--- src/rtl/i2c_pkg.sv ---
package i2c_pkg;

  // kind of frame the sequencer hands to the bit engine
  typedef enum logic [2:0] {
    frame_start_tx   = 3'd0,  // start condition, then one byte out
    frame_tx         = 3'd1,  // one byte out
    frame_restart_tx = 3'd2,  // repeated start, then one byte out
    frame_rx_nack    = 3'd3,  // one byte in, answered with nack
    frame_stop       = 3'd4   // stop condition only
  } frame_t;

  // each scl period is split into four quarters
  localparam int TICKS_PER_BIT = 4;

  localparam int BYTE_BITS = 8;  // data bits before the ack slot

endpackage

--- src/rtl/i2c_byte_engine.sv ---
`timescale 1ns/1ps

module i2c_byte_engine import i2c_pkg::*; #(
  parameter int DIV = 25
) (
  input  logic                 clk,
  input  logic                 rstn,
  input  logic                 frame_go,
  input  frame_t               frame_kind,
  input  logic [BYTE_BITS-1:0] frame_byte,
  input  logic                 sda_in,
  output logic                 frame_done,
  output logic                 frame_ack,
  output logic [BYTE_BITS-1:0] rx_byte,
  output logic                 scl,
  output logic                 sda_oe
);

  localparam int DIV_W = (DIV > 1) ? $clog2(DIV) : 1;
  localparam int QTR_W = $clog2(TICKS_PER_BIT);
  localparam int BIT_W = $clog2(BYTE_BITS + 1);

  localparam logic [DIV_W-1:0] DIV_LAST = DIV_W'(DIV - 1);
  localparam logic [QTR_W-1:0] QTR_LAST = QTR_W'(TICKS_PER_BIT - 1);
  localparam logic [BIT_W-1:0] ACK_BIT  = BIT_W'(BYTE_BITS);

  logic                 running;
  logic                 in_cond;  // start, restart or stop quarter group
  frame_t               kind_q;
  logic [DIV_W-1:0]     div_cnt;
  logic [QTR_W-1:0]     qtr;
  logic [BIT_W-1:0]     bit_cnt;  // 0..7 data, 8 ack slot
  logic [BYTE_BITS-1:0] shreg;
  logic                 tick;
  logic                 is_stop;
  logic                 is_rx;
  logic                 last_tick;

  assign tick    = running && (div_cnt == DIV_LAST);
  assign is_stop = (kind_q == frame_stop);
  assign is_rx   = (kind_q == frame_rx_nack);
  assign rx_byte = shreg;

  // stop ends after its own group, byte frames after the ack slot
  assign last_tick = tick && (qtr == QTR_LAST) &&
                     (in_cond ? is_stop : (bit_cnt == ACK_BIT));

  always_ff @(posedge clk or negedge rstn)
  begin
    if (!rstn)
      div_cnt <= '0;
    else if (frame_go || tick)
      div_cnt <= '0;
    else if (running)
      div_cnt <= div_cnt + 1'b1;
  end

  always_ff @(posedge clk or negedge rstn)
  begin
    if (!rstn)
    begin
      running    <= 1'b0;
      in_cond    <= 1'b0;
      kind_q     <= frame_stop;
      qtr        <= '0;
      bit_cnt    <= '0;
      frame_done <= 1'b0;
    end
    else
    begin
      frame_done <= last_tick;
      if (frame_go)
      begin
        running <= 1'b1;
        in_cond <= (frame_kind != frame_tx) && (frame_kind != frame_rx_nack);
        kind_q  <= frame_kind;
        qtr     <= '0;
        bit_cnt <= '0;
      end
      else if (tick)
      begin
        if (qtr == QTR_LAST)
        begin
          qtr <= '0;
          if (in_cond)
            in_cond <= 1'b0;  // condition done, first data bit next
          else
            bit_cnt <= bit_cnt + 1'b1;
        end
        else
          qtr <= qtr + 1'b1;
        if (last_tick)
          running <= 1'b0;
      end
    end
  end

  // q0 sets sda, q1 raises scl, q2 samples, q3 drops scl
  always_ff @(posedge clk or negedge rstn)
  begin
    if (!rstn)
    begin
      scl       <= 1'b1;
      sda_oe    <= 1'b0;
      frame_ack <= 1'b0;
    end
    else if (tick)
    begin
      case (qtr)
        2'd0:
          if (in_cond)
            sda_oe <= is_stop;  // stop starts low, start starts released
          else
            sda_oe <= (bit_cnt != ACK_BIT) && !is_rx && !shreg[BYTE_BITS-1];
        2'd1:
          scl <= 1'b1;
        2'd2:
          if (in_cond)
            sda_oe <= !is_stop;  // sda edge with scl high
          else if (bit_cnt == ACK_BIT)
            frame_ack <= !sda_in;
        default:
          if (!(in_cond && is_stop))
            scl <= 1'b0;  // bus stays high after a stop
      endcase
    end
  end

  // one register shifts out on tx and in on rx, msb first
  always_ff @(posedge clk)
  begin
    if (frame_go)
      shreg <= frame_byte;
    else if (tick && !in_cond && (qtr == 2'd2) && (bit_cnt != ACK_BIT))
      shreg <= {shreg[BYTE_BITS-2:0], sda_in};
  end

endmodule

--- config.mk ---
export PLATFORM = sky130hd
export DESIGN_NAME = i2c_byte_engine
export DESIGN_NICKNAME = d
export VERILOG_FILES = /design/src/rtl/i2c_pkg.sv /design/src/rtl/i2c_byte_engine.sv
export SDC_FILE = /design/constraint.sdc
export NUM_CORES = 1
export LEC_CHECK = 0
export ABC_AREA = 1
export BUFFER_PORTS_ARGS = -buffer_cell sky130_fd_sc_hd__buf_2
export CAP_MARGIN = 20
export CORE_UTILIZATION = 45
export DETAILED_ROUTE_END_ITERATION = 8
export PLACE_DENSITY = 0.77
export SYNTH_ARGS = -nofsm -noshare
export SYNTH_HDL_FRONTEND = slang
export SYNTH_SLANG_ARGS = --single-unit
--- constraint.sdc ---
create_clock -name clk -period 1.8 [get_ports clk]
set_input_delay 0.09 -clock clk [delete_from_list [all_inputs] [get_ports clk]]
set_output_delay 0.09 -clock clk [all_outputs]
set_load 0.01 [all_outputs]
==> impl_metrics.tcl <==
set metrics [dict create \
    cts.sinks 28 \
    wl_per_cell_um 11.4 \
    start_util_pct 49.0 \
    power.internal_w 0.000863 \
    grt_pass1_vias 1134 \
    worstPathMaxFanout 8 \
    fmax_ghz 0.602 \
    setup_tns_ns 0 \
    post_cts.repair.setup_buffers 0 \
    cts_buffer_depth 2 \
    ios 27 \
    seqPwrFrac_pct 61.5 \
    placed_area_um2 1700 \
    p_sw_share_pct 25.3 \
    setup_viol_count_final 0 \
    synth-main-ff-cell "dfrtp_1" \
    grt_max_degree 22 \
    antenna_found_initial 0 \
    cp-end-kind "flip-flop" \
    hold_path_class "in -> reg" \
    cts_tree "built" \
    period_share_pct 92.3 \
    diodes 0 \
    die-width_um 60.6 \
    maxCapViolations 0 \
    outcome "completed" \
    netSwitchingPower_w 0.000292 \
    finalNetCount 235 \
    gr-total-overflow 0 \
    ctsHtreeMaxLevel 1 \
    numCtsBuffers 3 \
    ir_drop_mv 0.501 \
    syn_area_um2 1540 \
    drt_first_pass_iters 4 \
    routabilityCongestion 0.809 \
    ys_async_sr_fraction_pct 71.4 \
    pwr_density_cell_nw_per_um2 650 \
    n_fill_cell 298 \
    power.share.clock_pct 26.9 \
    die_height_um 60.6 \
    design_area_um2 1780 \
    criticalPathCategory "reg -> reg" \
    leakage_nw 0.941 \
    yosysSeqAreaShare_pct 48.1 \
    r2r_slack_ns 0.14 \
    post-route-drc-count 0 \
    syn_area_per_cell_um2 8.58 \
    cp.arrival_ns 1.71 \
    synth_edf_count 8 \
    netlist_top_cells_area "dfrtp_1 (29%), edfxtp_1 (16%), nand2_1 (15%), ha_1 (6.5%), inv_1 (4.4%)" \
    worstPathRequired_ns 1.85 \
    ant_nets 0 \
    dr_total_vias 1204 \
    finalWirelength_um 2920 \
    synth_top_cell_by_area "dfrtp_1" \
    worst_pin_slew_ns 0.466 \
    numPortBuffers 26 \
    synth_nets 203 \
    die_area_um2 3670 \
    area_delta_synth_final_pct 15.1 \
    clock_skew_ns 0.00322 \
    slew_headroom_pct 68.9 \
    yosysWarnings 0 \
    vias_per_cell 4.72 \
    synth_top_cell_area_share_pct 29.2 \
    finalCriticalPeriod_ns 1.66 \
    row_count 20 \
    dp_hpwl_um 2190 \
    combPwrFrac_pct 11.6 \
    clock_latency_ns 0.33 \
    synthCells 180 \
    timing_hold_violations_final 0 \
    yosys-top-cells-count "nand2_1 (63), dfrtp_1 (18), inv_1 (18)" \
    ys_ff_latch 28 \
    drive_gt1_share_pct 23.7 \
    core_area_um2 3150 \
    critPathLaunchType "flip-flop" \
    grt_util_all_layers_pct 18.3 \
    synth_cell_types 25 \
    drtIter0Drc 49 \
    grt_pass1_wl_um 4970 \
    synth_most_common_cell "nand2_1" \
    clkTransAtPathRegs_ns 0.15 \
    root_buffer "clkbuf_4" \
    slew_violations 0 \
]
==> stage by stage <==
| step | total power, W | instances | utilization (%) | setup WS [ns] | hold slack [ns] |
|---|---|---|---|---|---|
| after CTS | 0.00116 | 255 | 56.3 | 0.0535 | 0.0147 |
| after detailed placement | 0.000851 | 247 | 53.8 | 0.0754 | 0.0742 |
| final | 0.00116 | 255 | 56.3 | 0.138 | 0.0161 |
| after global routing | 0.00121 | 255 | 56.3 | -0.00130 | 0.0148 |
| after global placement | 0.000847 | 247 | 53.8 | 0.152 | 0.0611 |
| after floorplan | 0.000799 | 180 | - | 0.274 | -0.206 |
==> worst paths after layout <==
check,start,cells past startpoint,end
max,qtr[0]$_DFFE_PN0P_,6,rx_byte[0]$_DFFE_PP_
min,frame_byte[1],3,rx_byte[1]$_DFFE_PP_
max reg2reg,qtr[0]$_DFFE_PN0P_,6,rx_byte[0]$_DFFE_PP_
min reg2reg,scl$_DFFE_PN1P_,2,scl$_DFFE_PN1P_
max in group asynchronous,rstn,2,kind_q[2]$_DFFE_PN1P_
min in group asynchronous,rstn,2,kind_q[1]$_DFFE_PN0P_
==> layout by cell type (no fill, tap or decap), types with 2 or more instances in the layout <==
| cell type | count |
|---|---|
| nand2_4 | 4 |
| dfstp_2 | 2 |
| nand3_1 | 11 |
| inv_4 | 2 |
| nor2_1 | 15 |
| dlygate4sd3_1 | 4 |
| dfrtp_1 | 18 |
| nand4_1 | 5 |
| ha_1 | 8 |
| edfxtp_1 | 8 |
| buf_2 | 26 |
| nand2_1 | 62 |
| nand3_2 | 2 |
| clkbuf_4 | 3 |
| nand2_2 | 3 |
| xor2_1 | 3 |
| o21ai_0 | 6 |
| inv_2 | 2 |
| inv_1 | 18 |
==> worst max-delay path, cell delays in order, from the launching register on <==
cell and delay (ns):
dfrtp_1 0.43, inv_1 0.12, ha_1 0.21, inv_1 0.09, nor2_1 0.20, nand3_1 0.13
nand2_2 0.19
==> what timing repair did <==
action | in CTS | in global routing
resized for setup | 0 | 1
endpoints found under the hold margin | 21 | 0
hold buffers | 4 | 0
setup endpoints to repair | 0 | 8
==> layer usage <==
layer | global-route usage [%] | vias to the layer above | wire [µm]
li1 | - | 623 | -
met1 | 24.6 | 560 | 1370
met2 | 30.8 | 17 | 1430
met4 | 3.90 | 0 | 27
met3 | 3.84 | 4 | 84
met5 | 0 | - | 0
==> registers in the layout (all words and copies together) (netlist names), 2 cells and up <==
| register | flops |
|---|---|
| div_cnt | 5 |
| rx_byte | 8 |
| kind_q | 3 |
| bit_cnt | 4 |
| qtr | 2 |
==> power by group through the flow <==
stage	registers, W	clock network (W)	logic, W
2_1_floorplan	0.000726	0	0.0000735
3_3_place_gp	0.000722	0	0.000125
3_5_place_dp	0.000723	0	0.000128
4_1_cts	0.000711	0.000316	0.000135
5_1_grt	0.000714	0.000343	0.000155
6_report	0.000710	0.000311	0.000134
==> cell type report <==
type	count	area, µm²	area share [%]
clock buffers	4	36.3	2.04
inverters	22	87.6	4.93
multi-input cells	126	677	38.1
flip-flops and latches	28	743	41.8
well taps	44	55.1	3.10
repair buffers	31	178	10.0
==> logic make-up (layout without fill, tap and decap cells) <==
group / Yosys count / count (layout) / share of synthesized area [%]
DFF: 28 / 28 / 48.1
buffers and inverters: 26 / 57 / 8.18
xor gates and xnor gates: 4 / 4 / 2.27
adders and majority gates: 8 / 8 / 6.48
and+or+nand+nor: 105 / 105 / 31.0
AOI/OAI and AO/OA: 9 / 9 / 3.89
Power figures use the tool's default switching activity.
