**src/rtl/eeprom_pkg.sv**
```systemverilog
package eeprom_pkg;

  localparam int ADDR_W = 16;  // two address bytes, high first
  localparam int DATA_W = 8;

  localparam int DEV_ADDR_W = 7;

  // 1010 family code, chip select pins tied to 011
  localparam logic [DEV_ADDR_W-1:0] DEV_ADDR_DEFAULT = 7'b1010011;

  localparam logic RW_WRITE = 1'b0;
  localparam logic RW_READ  = 1'b1;

endpackage

```
**src/rtl/i2c_pkg.sv**
```systemverilog
package i2c_pkg;

  // kind of frame the sequencer hands to the bit engine
  typedef enum logic [2:0] {
    frame_start_tx   = 3'd0,  // start condition, then one byte out
    frame_tx         = 3'd1,  // one byte out
    frame_restart_tx = 3'd2,  // repeated start, then one byte out
    frame_rx_nack    = 3'd3,  // one byte in, answered with nack
    frame_stop       = 3'd4   // stop condition only
  } frame_t;

  // each scl period is split into four quarters
  localparam int TICKS_PER_BIT = 4;

  localparam int BYTE_BITS = 8;  // data bits before the ack slot

endpackage

```
**src/rtl/eeprom_sequencer.sv**
```systemverilog
`timescale 1ns/1ps

module eeprom_sequencer import i2c_pkg::*, eeprom_pkg::*; #(
  parameter logic [DEV_ADDR_W-1:0] DEV_ADDR = DEV_ADDR_DEFAULT
) (
  input  logic              clk,
  input  logic              rstn,
  input  logic              start,
  input  logic              rd,
  input  logic [ADDR_W-1:0] addr,
  input  logic [DATA_W-1:0] wdata,
  input  logic              frame_done,
  input  logic              frame_ack,
  input  logic [DATA_W-1:0] rx_byte,
  output logic              frame_go,
  output frame_t            frame_kind,
  output logic [DATA_W-1:0] frame_byte,
  output logic [DATA_W-1:0] rdata,
  output logic              busy,
  output logic              done,
  output logic              nack
);

  typedef enum logic [2:0] {
    S_IDLE,
    S_DEV_W,
    S_ADDR_HI,
    S_ADDR_LO,
    S_WR_DATA,
    S_DEV_R,
    S_RD_DATA,
    S_STOP
  } state_t;

  state_t            state;
  state_t            next_tx;  // where an acked byte leads
  logic              rd_q;
  logic              err;      // some byte went unacked
  logic [ADDR_W-1:0] addr_q;
  logic [DATA_W-1:0] wdata_q;

  always_comb
  begin
    case (state)
      S_DEV_W:   next_tx = S_ADDR_HI;
      S_ADDR_HI: next_tx = S_ADDR_LO;
      S_ADDR_LO: next_tx = rd_q ? S_DEV_R : S_WR_DATA;
      S_DEV_R:   next_tx = S_RD_DATA;
      default:   next_tx = S_STOP;  // after the write data byte
    endcase
  end

  // frame contents follow the state, so they are valid with frame_go
  always_comb
  begin
    case (state)
      S_DEV_W:   frame_kind = frame_start_tx;
      S_DEV_R:   frame_kind = frame_restart_tx;
      S_RD_DATA: frame_kind = frame_rx_nack;
      S_ADDR_HI,
      S_ADDR_LO,
      S_WR_DATA: frame_kind = frame_tx;
      default:   frame_kind = frame_stop;
    endcase
  end

  always_comb
  begin
    case (state)
      S_DEV_W:   frame_byte = {DEV_ADDR, RW_WRITE};
      S_DEV_R:   frame_byte = {DEV_ADDR, RW_READ};
      S_ADDR_HI: frame_byte = addr_q[ADDR_W-1:DATA_W];
      S_ADDR_LO: frame_byte = addr_q[DATA_W-1:0];
      default:   frame_byte = wdata_q;
    endcase
  end

  always_ff @(posedge clk)
  begin
    if (start && !busy)
    begin
      addr_q  <= addr;
      wdata_q <= wdata;
    end
  end

  always_ff @(posedge clk or negedge rstn)
  begin
    if (!rstn)
    begin
      state    <= S_IDLE;
      frame_go <= 1'b0;
      busy     <= 1'b0;
      done     <= 1'b0;
      nack     <= 1'b0;
      err      <= 1'b0;
      rd_q     <= 1'b0;
      rdata    <= '0;
    end
    else
    begin
      frame_go <= 1'b0;
      done     <= 1'b0;
      if (done)
        busy <= 1'b0;  // drops one cycle after done
      case (state)
        S_IDLE:
          if (start && !busy)  // start while busy is dropped
          begin
            state    <= S_DEV_W;
            frame_go <= 1'b1;
            busy     <= 1'b1;
            err      <= 1'b0;
            nack     <= 1'b0;
            rd_q     <= rd;
          end
        S_RD_DATA:
          if (frame_done)
          begin
            rdata    <= rx_byte;
            state    <= S_STOP;
            frame_go <= 1'b1;
          end
        S_STOP:
          if (frame_done)
          begin
            state <= S_IDLE;
            done  <= 1'b1;
            nack  <= err;
          end
        default:  // every transmitted byte must be acked
          if (frame_done)
          begin
            frame_go <= 1'b1;
            if (!frame_ack)
            begin
              err   <= 1'b1;
              state <= S_STOP;  // skip straight to the stop
            end
            else
              state <= next_tx;
          end
      endcase
    end
  end

endmodule

```
**config.mk**
```make
export PLATFORM = sky130hd
export DESIGN_NAME = eeprom_sequencer
export DESIGN_NICKNAME = d
export VERILOG_FILES = /design/src/rtl/eeprom_pkg.sv /design/src/rtl/i2c_pkg.sv /design/src/rtl/eeprom_sequencer.sv
export SDC_FILE = /design/constraint.sdc
export NUM_CORES = 1
export LEC_CHECK = 0
export BUFFER_PORTS_ARGS = -buffer_cell sky130_fd_sc_hd__buf_4
export CAP_MARGIN = 20
export CORE_MARGIN = 10
export CORE_UTILIZATION = 37
export DETAILED_ROUTE_END_ITERATION = 10
export PLACE_DENSITY_LB_ADDON = 0.08
export REMOVE_ABC_BUFFERS = 1
export SETUP_SLACK_MARGIN = 0.1
export SLEW_MARGIN = 20
export SYNTH_ARGS = -nofsm -noshare
export SYNTH_HDL_FRONTEND = slang
export SYNTH_SLANG_ARGS = --single-unit
```
**constraint.sdc**
```tcl
create_clock -name clk -period 2.6 [get_ports clk]
set_clock_uncertainty 0.2 [all_clocks]
set_input_delay 0.65 -clock clk [delete_from_list [all_inputs] [get_ports clk]]
set_output_delay 0.65 -clock clk [all_outputs]
set_load 0.02 [all_outputs]
```
==> impl_metrics.tcl, run 1 <==
set metrics [dict create \
    vias_per_cell 5.02 \
    grt_max_degree 18 \
    rsz0062_at_grt "true" \
    synthToLayoutAreaGrowth_pct 38.0 \
    drt_wl_total_um 4260 \
    antenna_found_initial 0 \
    ctsHoldBuffers 0 \
    first_iter_violations 90 \
    vdd_drop_max_mv 0.487 \
    ff2ff_path_depth 5 \
    yosysMostFrequentCell "edfxtp_1" \
    worst_path_most_repeated_cell "buf_4" \
    cp_data_arrival_time_ns 1.54 \
    synth_area_um2 1780 \
    synth.area.top_cells "edfxtp_1 40%, dfrtp_1 24%, mux2_2 5.7%, a21oi_1 3.9%, o21ai_0 3.4%" \
    required_ns 1.75 \
    max_slew_margin_pct 73.5 \
    clkPwrFrac_pct 16.5 \
    crit_end "frame_byte[0]" \
    die-height_um 89.4 \
    finalPower_mw 2.98 \
    pre_cts_slack_ns 0.352 \
    cts_root_buf "clkbuf_8" \
    ant_nets 0 \
    reg2reg_from "state[0]" \
    dieArea_um2 8000 \
    num_rows 25 \
    leakage_nw 1.05 \
    gp_congestion 0.768 \
    ys_ff_latch 41 \
    worst_slew_pin_slew_ns 0.395 \
    start_util_pct 38.0 \
    avgSynthCellArea_um2 12.4 \
    drive_gt1_share_pct 44.4 \
    synthCells 144 \
    async_flop_share_pct 41.5 \
    crit_path_end_kind "output port" \
    setup_violations 0 \
    worstSetupStartpointType "flip-flop" \
    grt_pass1_vias 1402 \
    cts_buffers 5 \
    reg2reg_slack_ns 0.83 \
    yosys.area.top_type "edfxtp_1" \
    grt_pass1_wl_um 6760 \
    synth_cell_type_count 27 \
    cp_max_fo 11 \
    synth_top_area_share_pct 40.4 \
    path_class "flip-flop to output port" \
    crit_path_cell_trace "buf_4, nor3b_1, a21oi_1, o22a_1, buf_4" \
    drv_slew 0 \
    drcViolationCount 0 \
    drt-pass1-iter-count 4 \
    synth_common_cells "24 x edfxtp_1, 17 x dfrtp_1, 14 x a21oi_1" \
    clk_latency_ns 0.29 \
    cts.sinks 41 \
    power_frac_seq_pct 34.3 \
    htree_levels 2 \
    regToRegEndpoint "err" \
    ys_seq_area_share_pct 64.3 \
    grt_use_total_pct 11.2 \
    setup_tns_ns 0 \
    place_hpwl_um 3180 \
    diodes 0 \
    fin_crit_ns 2.39 \
    ys.flop_type "edfxtp_1" \
    clock_path_buffers 2 \
    yosys_warnings 0 \
    grt_overflow_total 0 \
    max_freq_mhz 418 \
    hp-class "primary input to asynchronous set/reset pin" \
    vias 1346 \
    cp-startpoint "state[0]" \
    slowest_stage "dfrtp_1" \
    pin_count 61 \
    core_area_um2 4690 \
    power_density_nw_per_um2 1210 \
    cts_tree "done" \
    clk_pin_slew_ns 0.07 \
    slowest_delay_ns 0.43 \
    nets 251 \
    outcome "completed" \
    finalCritPeriodShare_pct 91.9 \
    wire_per_inst_um 15.9 \
    finalWorstSetupSlack_ns 0.210 \
    portBuffers 60 \
    combPwrFrac_pct 49.2 \
    hold_violations 0 \
    p_sw_mw 1.12 \
    switching_share_pct 37.6 \
    p_int_mw 1.86 \
    maxCapViolCount 0 \
    synth-edff-count 24 \
    final_util_pct 52.4 \
    die_w_um 89.4 \
]
==> critical path, delay by kind of cell (launching register included) <==
kind | cells | cell delay, ns
flops | 1 | 0.43
buf+inv | 2 | 0.35
compound gates | 2 | 0.28
simple gates | 1 | 0.20
==> kinds of logic (layout without fill, tap and decap cells) <==
| family | Yosys count | count (layout) | synth area share [%] |
|---|---|---|---|
| AOI/OAI and AO/OA | 46 | 46 | 16.1 |
| buffers and inverters | 12 | 82 | 3.30 |
| muxes | 9 | 9 | 5.68 |
| DFF | 41 | 41 | 64.3 |
| and+or+nand+nor | 35 | 35 | 10.2 |
| xor gates and xnor gates | 1 | 1 | 0.491 |
==> final cells by class <==
cell class / instances / area (µm²)
Fill cell: 425 / 2230
Sequential cell: 41 / 1150
Multi-Input combinational cell: 91 / 591
Timing Repair Buffer: 71 / 531
Clock buffer: 6 / 72.6
Tap cell: 54 / 67.6
Clock inverter: 2 / 35.0
Inverter: 3 / 15.0
==> timing repair <==
item / in CTS / in global routing
setup endpoints to repair: 8 / 8
buffers inserted: 0 / 4
gates resized for setup: 2 / 6
==> registers in the layout, summed over array words and instances (netlist names) <==
signal	cells
addr_q	16
state	3
nack	1
wdata_q	8
done	1
rd_q	1
rdata	8
err	1
busy	1
frame_go	1
==> through the flow <==
| stage | hold WS (ns) | instance area, µm² | instances |
|---|---|---|---|
| after detailed placement | 0.247 | 2310 | 256 |
| final | 0.00785 | 2460 | 268 |
| after CTS | 0.00291 | 2420 | 264 |
| after floorplan | 0.154 | 1740 | 135 |
| after global routing | 0.00702 | 2460 | 268 |
| after global placement | 0.235 | 2310 | 256 |
==> cell usage in the layout (no fill, tap or decap) <==
master	netlist	final
buf_4	0	70
edfxtp_1	24	24
dfrtp_1	17	15
a21oi_1	14	14
nor2_1	11	11
o21ai_0	12	10
mux2_2	9	9
nand2_1	9	8
o22a_1	5	5
clkbuf_8	0	5
nor2b_1	6	4
o22ai_1	4	4
o21a_1	4	4
a22o_1	3	3
nand2b_1	3	3
o21ai_1	0	2
a21o_1	2	2
nand2_2	1	2
inv_1	3	2
dfrtp_2	0	2
nor2b_4	0	1
clkinvlp_4	0	1
and2_1	1	1
nor3_1	1	1
xnor2_1	1	1
nor3b_1	1	1
nor2b_2	0	1
nand4b_2	1	1
or4b_1	1	1
o31ai_1	1	1
o2111ai_1	1	1
clkinv_2	0	1
clkbuf_1	3	1
bufinv_16	0	1
buf_2	5	1
==> power groups by stage <==
stage,sequential (mW),clock [mW],combinational [mW]
floorplan,1.20,0,0.636
global placement,1.03,0,1.39
detailed placement,1.04,0,1.41
CTS,1.03,0.517,1.41
global route,1.05,0.547,1.61
finish,1.02,0.493,1.47
==> worst min path at each step <==
| stage | startpoint | slack, ns | cells after the start | to |
|---|---|---|---|---|
| final | rstn | 0.008 | 1 | rdata[4] |
| after detailed placement | done | 0.25 | 1 | busy |
| after CTS | rstn | 0.003 | 1 | rdata[0] |
| after global placement | done | 0.23 | 1 | busy |
| after global routing | rstn | 0.007 | 1 | rdata[0] |
| after floorplan | rstn | 0.15 | 0 | busy |
==> layer usage <==
metal / share of wire [%] / wire (µm) / GRT usage [%] / up-vias
met5: 0 / 0 / 0 / -
met4: 1.3 / 55 / 5.06 / 0
met3: 8.1 / 345 / 5.01 / 5
met2: 48 / 2050 / 17.6 / 43
met1: 42 / 1800 / 12.8 / 631
li1: - / - / - / 667
Note: power is estimated with default switching activity, not from simulation.
==> run 2: changes to the inputs <==
==> constraint.sdc (replaced) <==
create_clock -name clk -period 2.77 [get_ports clk]
set_clock_uncertainty 0.2 [all_clocks]
set_input_delay 0.6925 -clock clk [delete_from_list [all_inputs] [get_ports clk]]
set_output_delay 0.6925 -clock clk [all_outputs]
set_load 0.02 [all_outputs]
==> impl_metrics.tcl, run 2 (synthesis results as in run 1) <==
set metrics [dict create \
    outcome "completed" \
    top_usage_layer "met2" \
    ff2ff_path_depth 5 \
    drt-pass1-iter-count 4 \
    htree_levels 2 \
    grt_pass1_wl_um 7080 \
    hold_violations 0 \
    setup_violations 0 \
    clk_pin_slew_ns 0.07 \
    most-common-layout-cells "67 x buf_4, 24 x edfxtp_1, 14 x a21oi_1, 14 x dfrtp_1, 12 x o21ai_0" \
    clock_path_buffers 2 \
    cp_data_arrival_time_ns 1.58 \
    dieArea_um2 8000 \
    cts_tree "done" \
    portBuffers 60 \
    gp_congestion 0.819 \
    leakage_nw 1.04 \
    cts_root_buf "clkbuf_8" \
    largest_reg_flops 16 \
    reg_top3 "addr_q x16, rdata x8, wdata_q x8" \
    max_freq_mhz 404 \
    worst_slew_pin_slew_ns 0.406 \
    diodes 0 \
    nets 247 \
    core_area_um2 4690 \
    rsz0062_at_grt "false" \
    drive_gt1_share_pct 42.9 \
    postCtsSetupBuffers 0 \
    die_w_um 89.4 \
    crit_path_end_kind "output port" \
    vias_per_cell 5.14 \
    path_class "flip-flop to output port" \
    cts.sinks 41 \
    stdcell_count 264 \
    die-height_um 89.4 \
    finalCritPeriodShare_pct 89.3 \
    worstSetupStartpointType "flip-flop" \
    grt_util_met3_pct 4.92 \
    cp-startpoint "state[1]" \
    grt_max_degree 18 \
    drcViolationCount 0 \
    start_util_pct 38.0 \
    grt_use_total_pct 11.6 \
    fin_crit_ns 2.47 \
    final_common_cell "buf_4" \
    required_ns 1.88 \
    num_rows 25 \
    met2_usage_pct 19.8 \
    reg2reg_from "state[0]" \
    ant_nets 0 \
    final_util_pct 51.8 \
    vias 1358 \
    regToRegEndpoint "err" \
    vdd_drop_max_mv 0.437 \
    pin_count 61 \
    clk_latency_ns 0.29 \
    placed_area_um2 2310 \
    wire_per_inst_um 16.5 \
    cp_max_fo 14 \
    cts_buffers 5 \
    largest_register "addr_q" \
    drv_slew 0 \
    grt_overflow_total 0 \
    hp-class "primary input to asynchronous set/reset pin" \
    power_density_nw_per_um2 1140 \
    grt_use_met1_pct 12.6 \
    reg2reg_slack_ns 0.92 \
    setup_tns_ns 0 \
    max_slew_margin_pct 72.8 \
    place_hpwl_um 3340 \
    drt_wl_total_um 4350 \
    maxCapViolCount 0 \
    antenna_found_initial 0 \
    synthToLayoutAreaGrowth_pct 36.4 \
    stdcell_area_um2 2430 \
    dp_cells 256 \
    first_iter_violations 106 \
    finalPower_mw 2.77 \
    grt_pass1_vias 1463 \
]
run 2: cell type report:
cell class,instances,area [µm²]
fillers,436,2260
flip-flops and latches,41,1150
multi-input cells,91,583
repair buffers,67,503
clock buffers,7,86.3
well taps,54,67.6
clock inverters,1,30.0
inverters,3,11.3
run 2: critical path: stages (launching register included):
cell and delay [ns]:
dfrtp_2 0.51, buf_4 0.20, and2_1 0.20, nor2_1 0.07, o22a_1 0.17, buf_4 0.16
run 2: how the worst max path moves through the flow:
stage                         end  slack, ns  cells after the start
global route        frame_byte[2]       0.16                      5
detailed placement  frame_byte[4]       0.48                      4
CTS                 frame_byte[3]       0.13                      4
floorplan                    rd_q       0.06                      3
finish              frame_byte[0]       0.30                      5
global placement    frame_byte[0]       0.51                      5
run 2: repair_timing:
action,CTS,global route
resized for setup,0,4
hold buffers,0,0
endpoints found under the setup margin,0,8
run 2: where the power goes:
part           leakage [nW]  internal (mW)  switching [mW]
Clock                0.0585          0.294           0.198
Combinational         0.544          0.591           0.693
Sequential            0.434          0.850           0.145
run 2: per-stage QoR:
step / hold slack (ns) / worst slack [ns]
detailed placement: 0.248 / 0.477
finish: 0.0583 / 0.297
global placement: 0.236 / 0.506
CTS: 0.0458 / 0.129
floorplan: 0.197 / 0.0621
global route: 0.0553 / 0.165
run 2: metal layers:
metal / wire (µm) / share of wire (%) / vias up
li1: - / - / 654
met4: 60 / 1.4 / 0
met5: 0 / 0 / -
met2: 2240 / 51 / 45
met1: 1700 / 39 / 652
met3: 355 / 8.2 / 7
==> run 3: changes to the inputs <==
--- a/config.mk
+++ b/config.mk
@@ -5,6 +5,7 @@
 export SDC_FILE = /design/constraint.sdc
 export NUM_CORES = 1
 export LEC_CHECK = 0
+export ABC_AREA = 1
 export BUFFER_PORTS_ARGS = -buffer_cell sky130_fd_sc_hd__buf_4
 export CAP_MARGIN = 20
 export CORE_MARGIN = 10
==> impl_metrics.tcl, run 3 <==
set metrics [dict create \
    cts_tree "done" \
    maxCapViolCount 0 \
    first_iter_violations 46 \
    final_util_pct 52.1 \
    stdcell_count 270 \
    grt_use_total_pct 10.8 \
    grt_overflow_total 0 \
    antenna_found_initial 0 \
    pin_count 61 \
    fill_cells 387 \
    cp_max_fo 8 \
    gp_congestion 0.799 \
    synth-edff-count 24 \
    leakage_nw 1.07 \
    rsz0062_at_grt "false" \
    drcViolationCount 0 \
    grt_max_degree 25 \
    largest_register "addr_q" \
    synth_common_cells "33 x nand2_1, 24 x edfxtp_1, 19 x inv_1" \
    ant_nets 0 \
    drv_slew 0 \
    clk_latency_ns 0.29 \
    clk_pin_slew_ns 0.08 \
    most-common-layout-cells "61 x buf_4, 32 x nand2_1, 24 x edfxtp_1" \
    grt_pass1_vias 1334 \
    yosysMostFrequentCell "nand2_1" \
    die-height_um 87.2 \
    dieArea_um2 7600 \
    power_density_nw_per_um2 1050 \
    worst_slew_pin_slew_ns 0.306 \
    cts.sinks 41 \
    setup_tns_ns 0 \
    nets 255 \
    synth_area_um2 1670 \
    ys.flop_type "edfxtp_1" \
    finalCritPeriodShare_pct 88.7 \
    reg_top3 "addr_q x16, rdata x8, wdata_q x8" \
    yosys.area.top_type "edfxtp_1" \
    outcome "completed" \
    postCtsSetupBuffers 0 \
    setup_violations 0 \
    crit_path_end_kind "output port" \
    drt-pass1-iter-count 4 \
    diodes 0 \
    max_freq_mhz 407 \
    max_slew_margin_pct 79.6 \
    htree_levels 2 \
    core_area_um2 4350 \
    largest_reg_flops 16 \
    portBuffers 60 \
    hp-class "primary input to asynchronous set/reset pin" \
    fin_crit_ns 2.46 \
    avgSynthCellArea_um2 11.1 \
    cp_data_arrival_time_ns 1.57 \
    clock_path_buffers 2 \
    ys_seq_area_share_pct 68.7 \
    num_rows 24 \
    place_hpwl_um 3120 \
    synth_top_area_share_pct 43.2 \
    required_ns 1.88 \
    vdd_drop_max_mv 0.398 \
    synthToLayoutAreaGrowth_pct 35.9 \
    vias 1280 \
    start_util_pct 38.3 \
    cts_root_buf "clkbuf_8" \
    grt_pass1_wl_um 6420 \
    final_common_cell "buf_4" \
    die_w_um 87.2 \
    yosys_warnings 0 \
    synthCells 151 \
    worstSetupStartpointType "flip-flop" \
    drt_wl_total_um 3960 \
    drive_gt1_share_pct 36.7 \
    synth_cell_type_count 21 \
    ys_ff_latch 41 \
    hold_violations 0 \
    synth.area.top_cells "edfxtp_1 43%, dfrtp_1 25%, nand2_1 7.4%, inv_1 4.3%, o21ai_0 2.7%" \
    dp_cells 262 \
    vias_per_cell 4.74 \
    wire_per_inst_um 14.7 \
    path_class "flip-flop to output port" \
    async_flop_share_pct 41.5 \
    cts_buffers 5 \
]
run 3: cell count changes after synthesis, moves of 5 or more:
| cell | before | now |
|---|---|---|
| nand2_1 | 9 | 33 |
| inv_1 | 3 | 19 |
| a21oi_1 | 14 | 2 |
| mux2_2 | 9 | 0 |
| nand3_1 | 0 | 8 |
| o21ai_1 | 0 | 8 |
| nor2b_1 | 6 | 0 |
| o22a_1 | 5 | 0 |
run 3: layout make-up:
type / count / area (µm²) / share of cell area [%]
clock buffers: 7 / 76.3 / 3.36
multi-input cells: 87 / 438 / 19.3
repair buffers: 61 / 458 / 20.2
well taps: 52 / 65.1 / 2.87
inverters: 21 / 78.8 / 3.47
clock inverters: 1 / 3.75 / 0.165
flip-flops and latches: 41 / 1150 / 50.6
run 3: worst max-delay path, stage by stage, from the launching register on:
cell and delay, ns:
dfrtp_2 0.45, nand2_1 0.12, nor2_2 0.21, inv_1 0.13
o22ai_1 0.17, nor2_1 0.05, buf_4 0.15
run 3: power breakdown:
part	internal (mW)	switching, mW	leakage (nW)
combinational	0.417	0.651	0.593
sequential	0.835	0.110	0.439
clock	0.175	0.194	0.0399
run 3: final timing paths:
| check | end | cells past startpoint | slack [ns] | start |
|---|---|---|---|---|
| worst min register to register | busy | 1 | 0.27 | done |
| max in group asynchronous | state[0] | 1 | 2.11 | rstn |
| worst max register to register | state[0] | 6 | 1.30 | state[0] |
| min in group clk | busy | 1 | 0.27 | done |
| worst max-delay path | frame_byte[2] | 6 | 0.31 | state[0] |
| worst min-delay path | rdata[1] | 1 | 0.05 | rstn |
run 3: through the flow:
| step | power (mW) | hold slack, ns | setup WS [ns] | cell area, µm² |
|---|---|---|---|---|
| after floorplan | 1.56 | 0.197 | 0.0372 | 1650 |
| after global placement | 2.01 | 0.259 | 0.511 | 2180 |
| after detailed placement | 2.04 | 0.262 | 0.506 | 2180 |
| after CTS | 2.41 | 0.0499 | 0.177 | 2260 |
| after global routing | 2.56 | 0.0562 | 0.165 | 2270 |
| final | 2.38 | 0.0454 | 0.312 | 2270 |
run 3: cell families after synthesis:
| kind of cell | Yosys count | synth area share, % |
|---|---|---|
| buf+inv | 23 | 5.70 |
| flops | 41 | 68.7 |
| compound gates | 27 | 9.00 |
| simple gates | 60 | 16.6 |
run 3: repair_timing:
item / in CTS / in global routing
setup endpoints to repair: 0 / 7
resized for setup: 0 / 4
hold buffers: 0 / 0
run 3: per-layer routing:
layer / wire length (µm) / share of wire, % / track usage, %
met1: 1630 / 41 / 11.6
met2: 1820 / 46 / 17.3
met3: 447 / 11 / 6.09
met4: 55 / 1.4 / 3.91
met5: 0 / 0 / 0
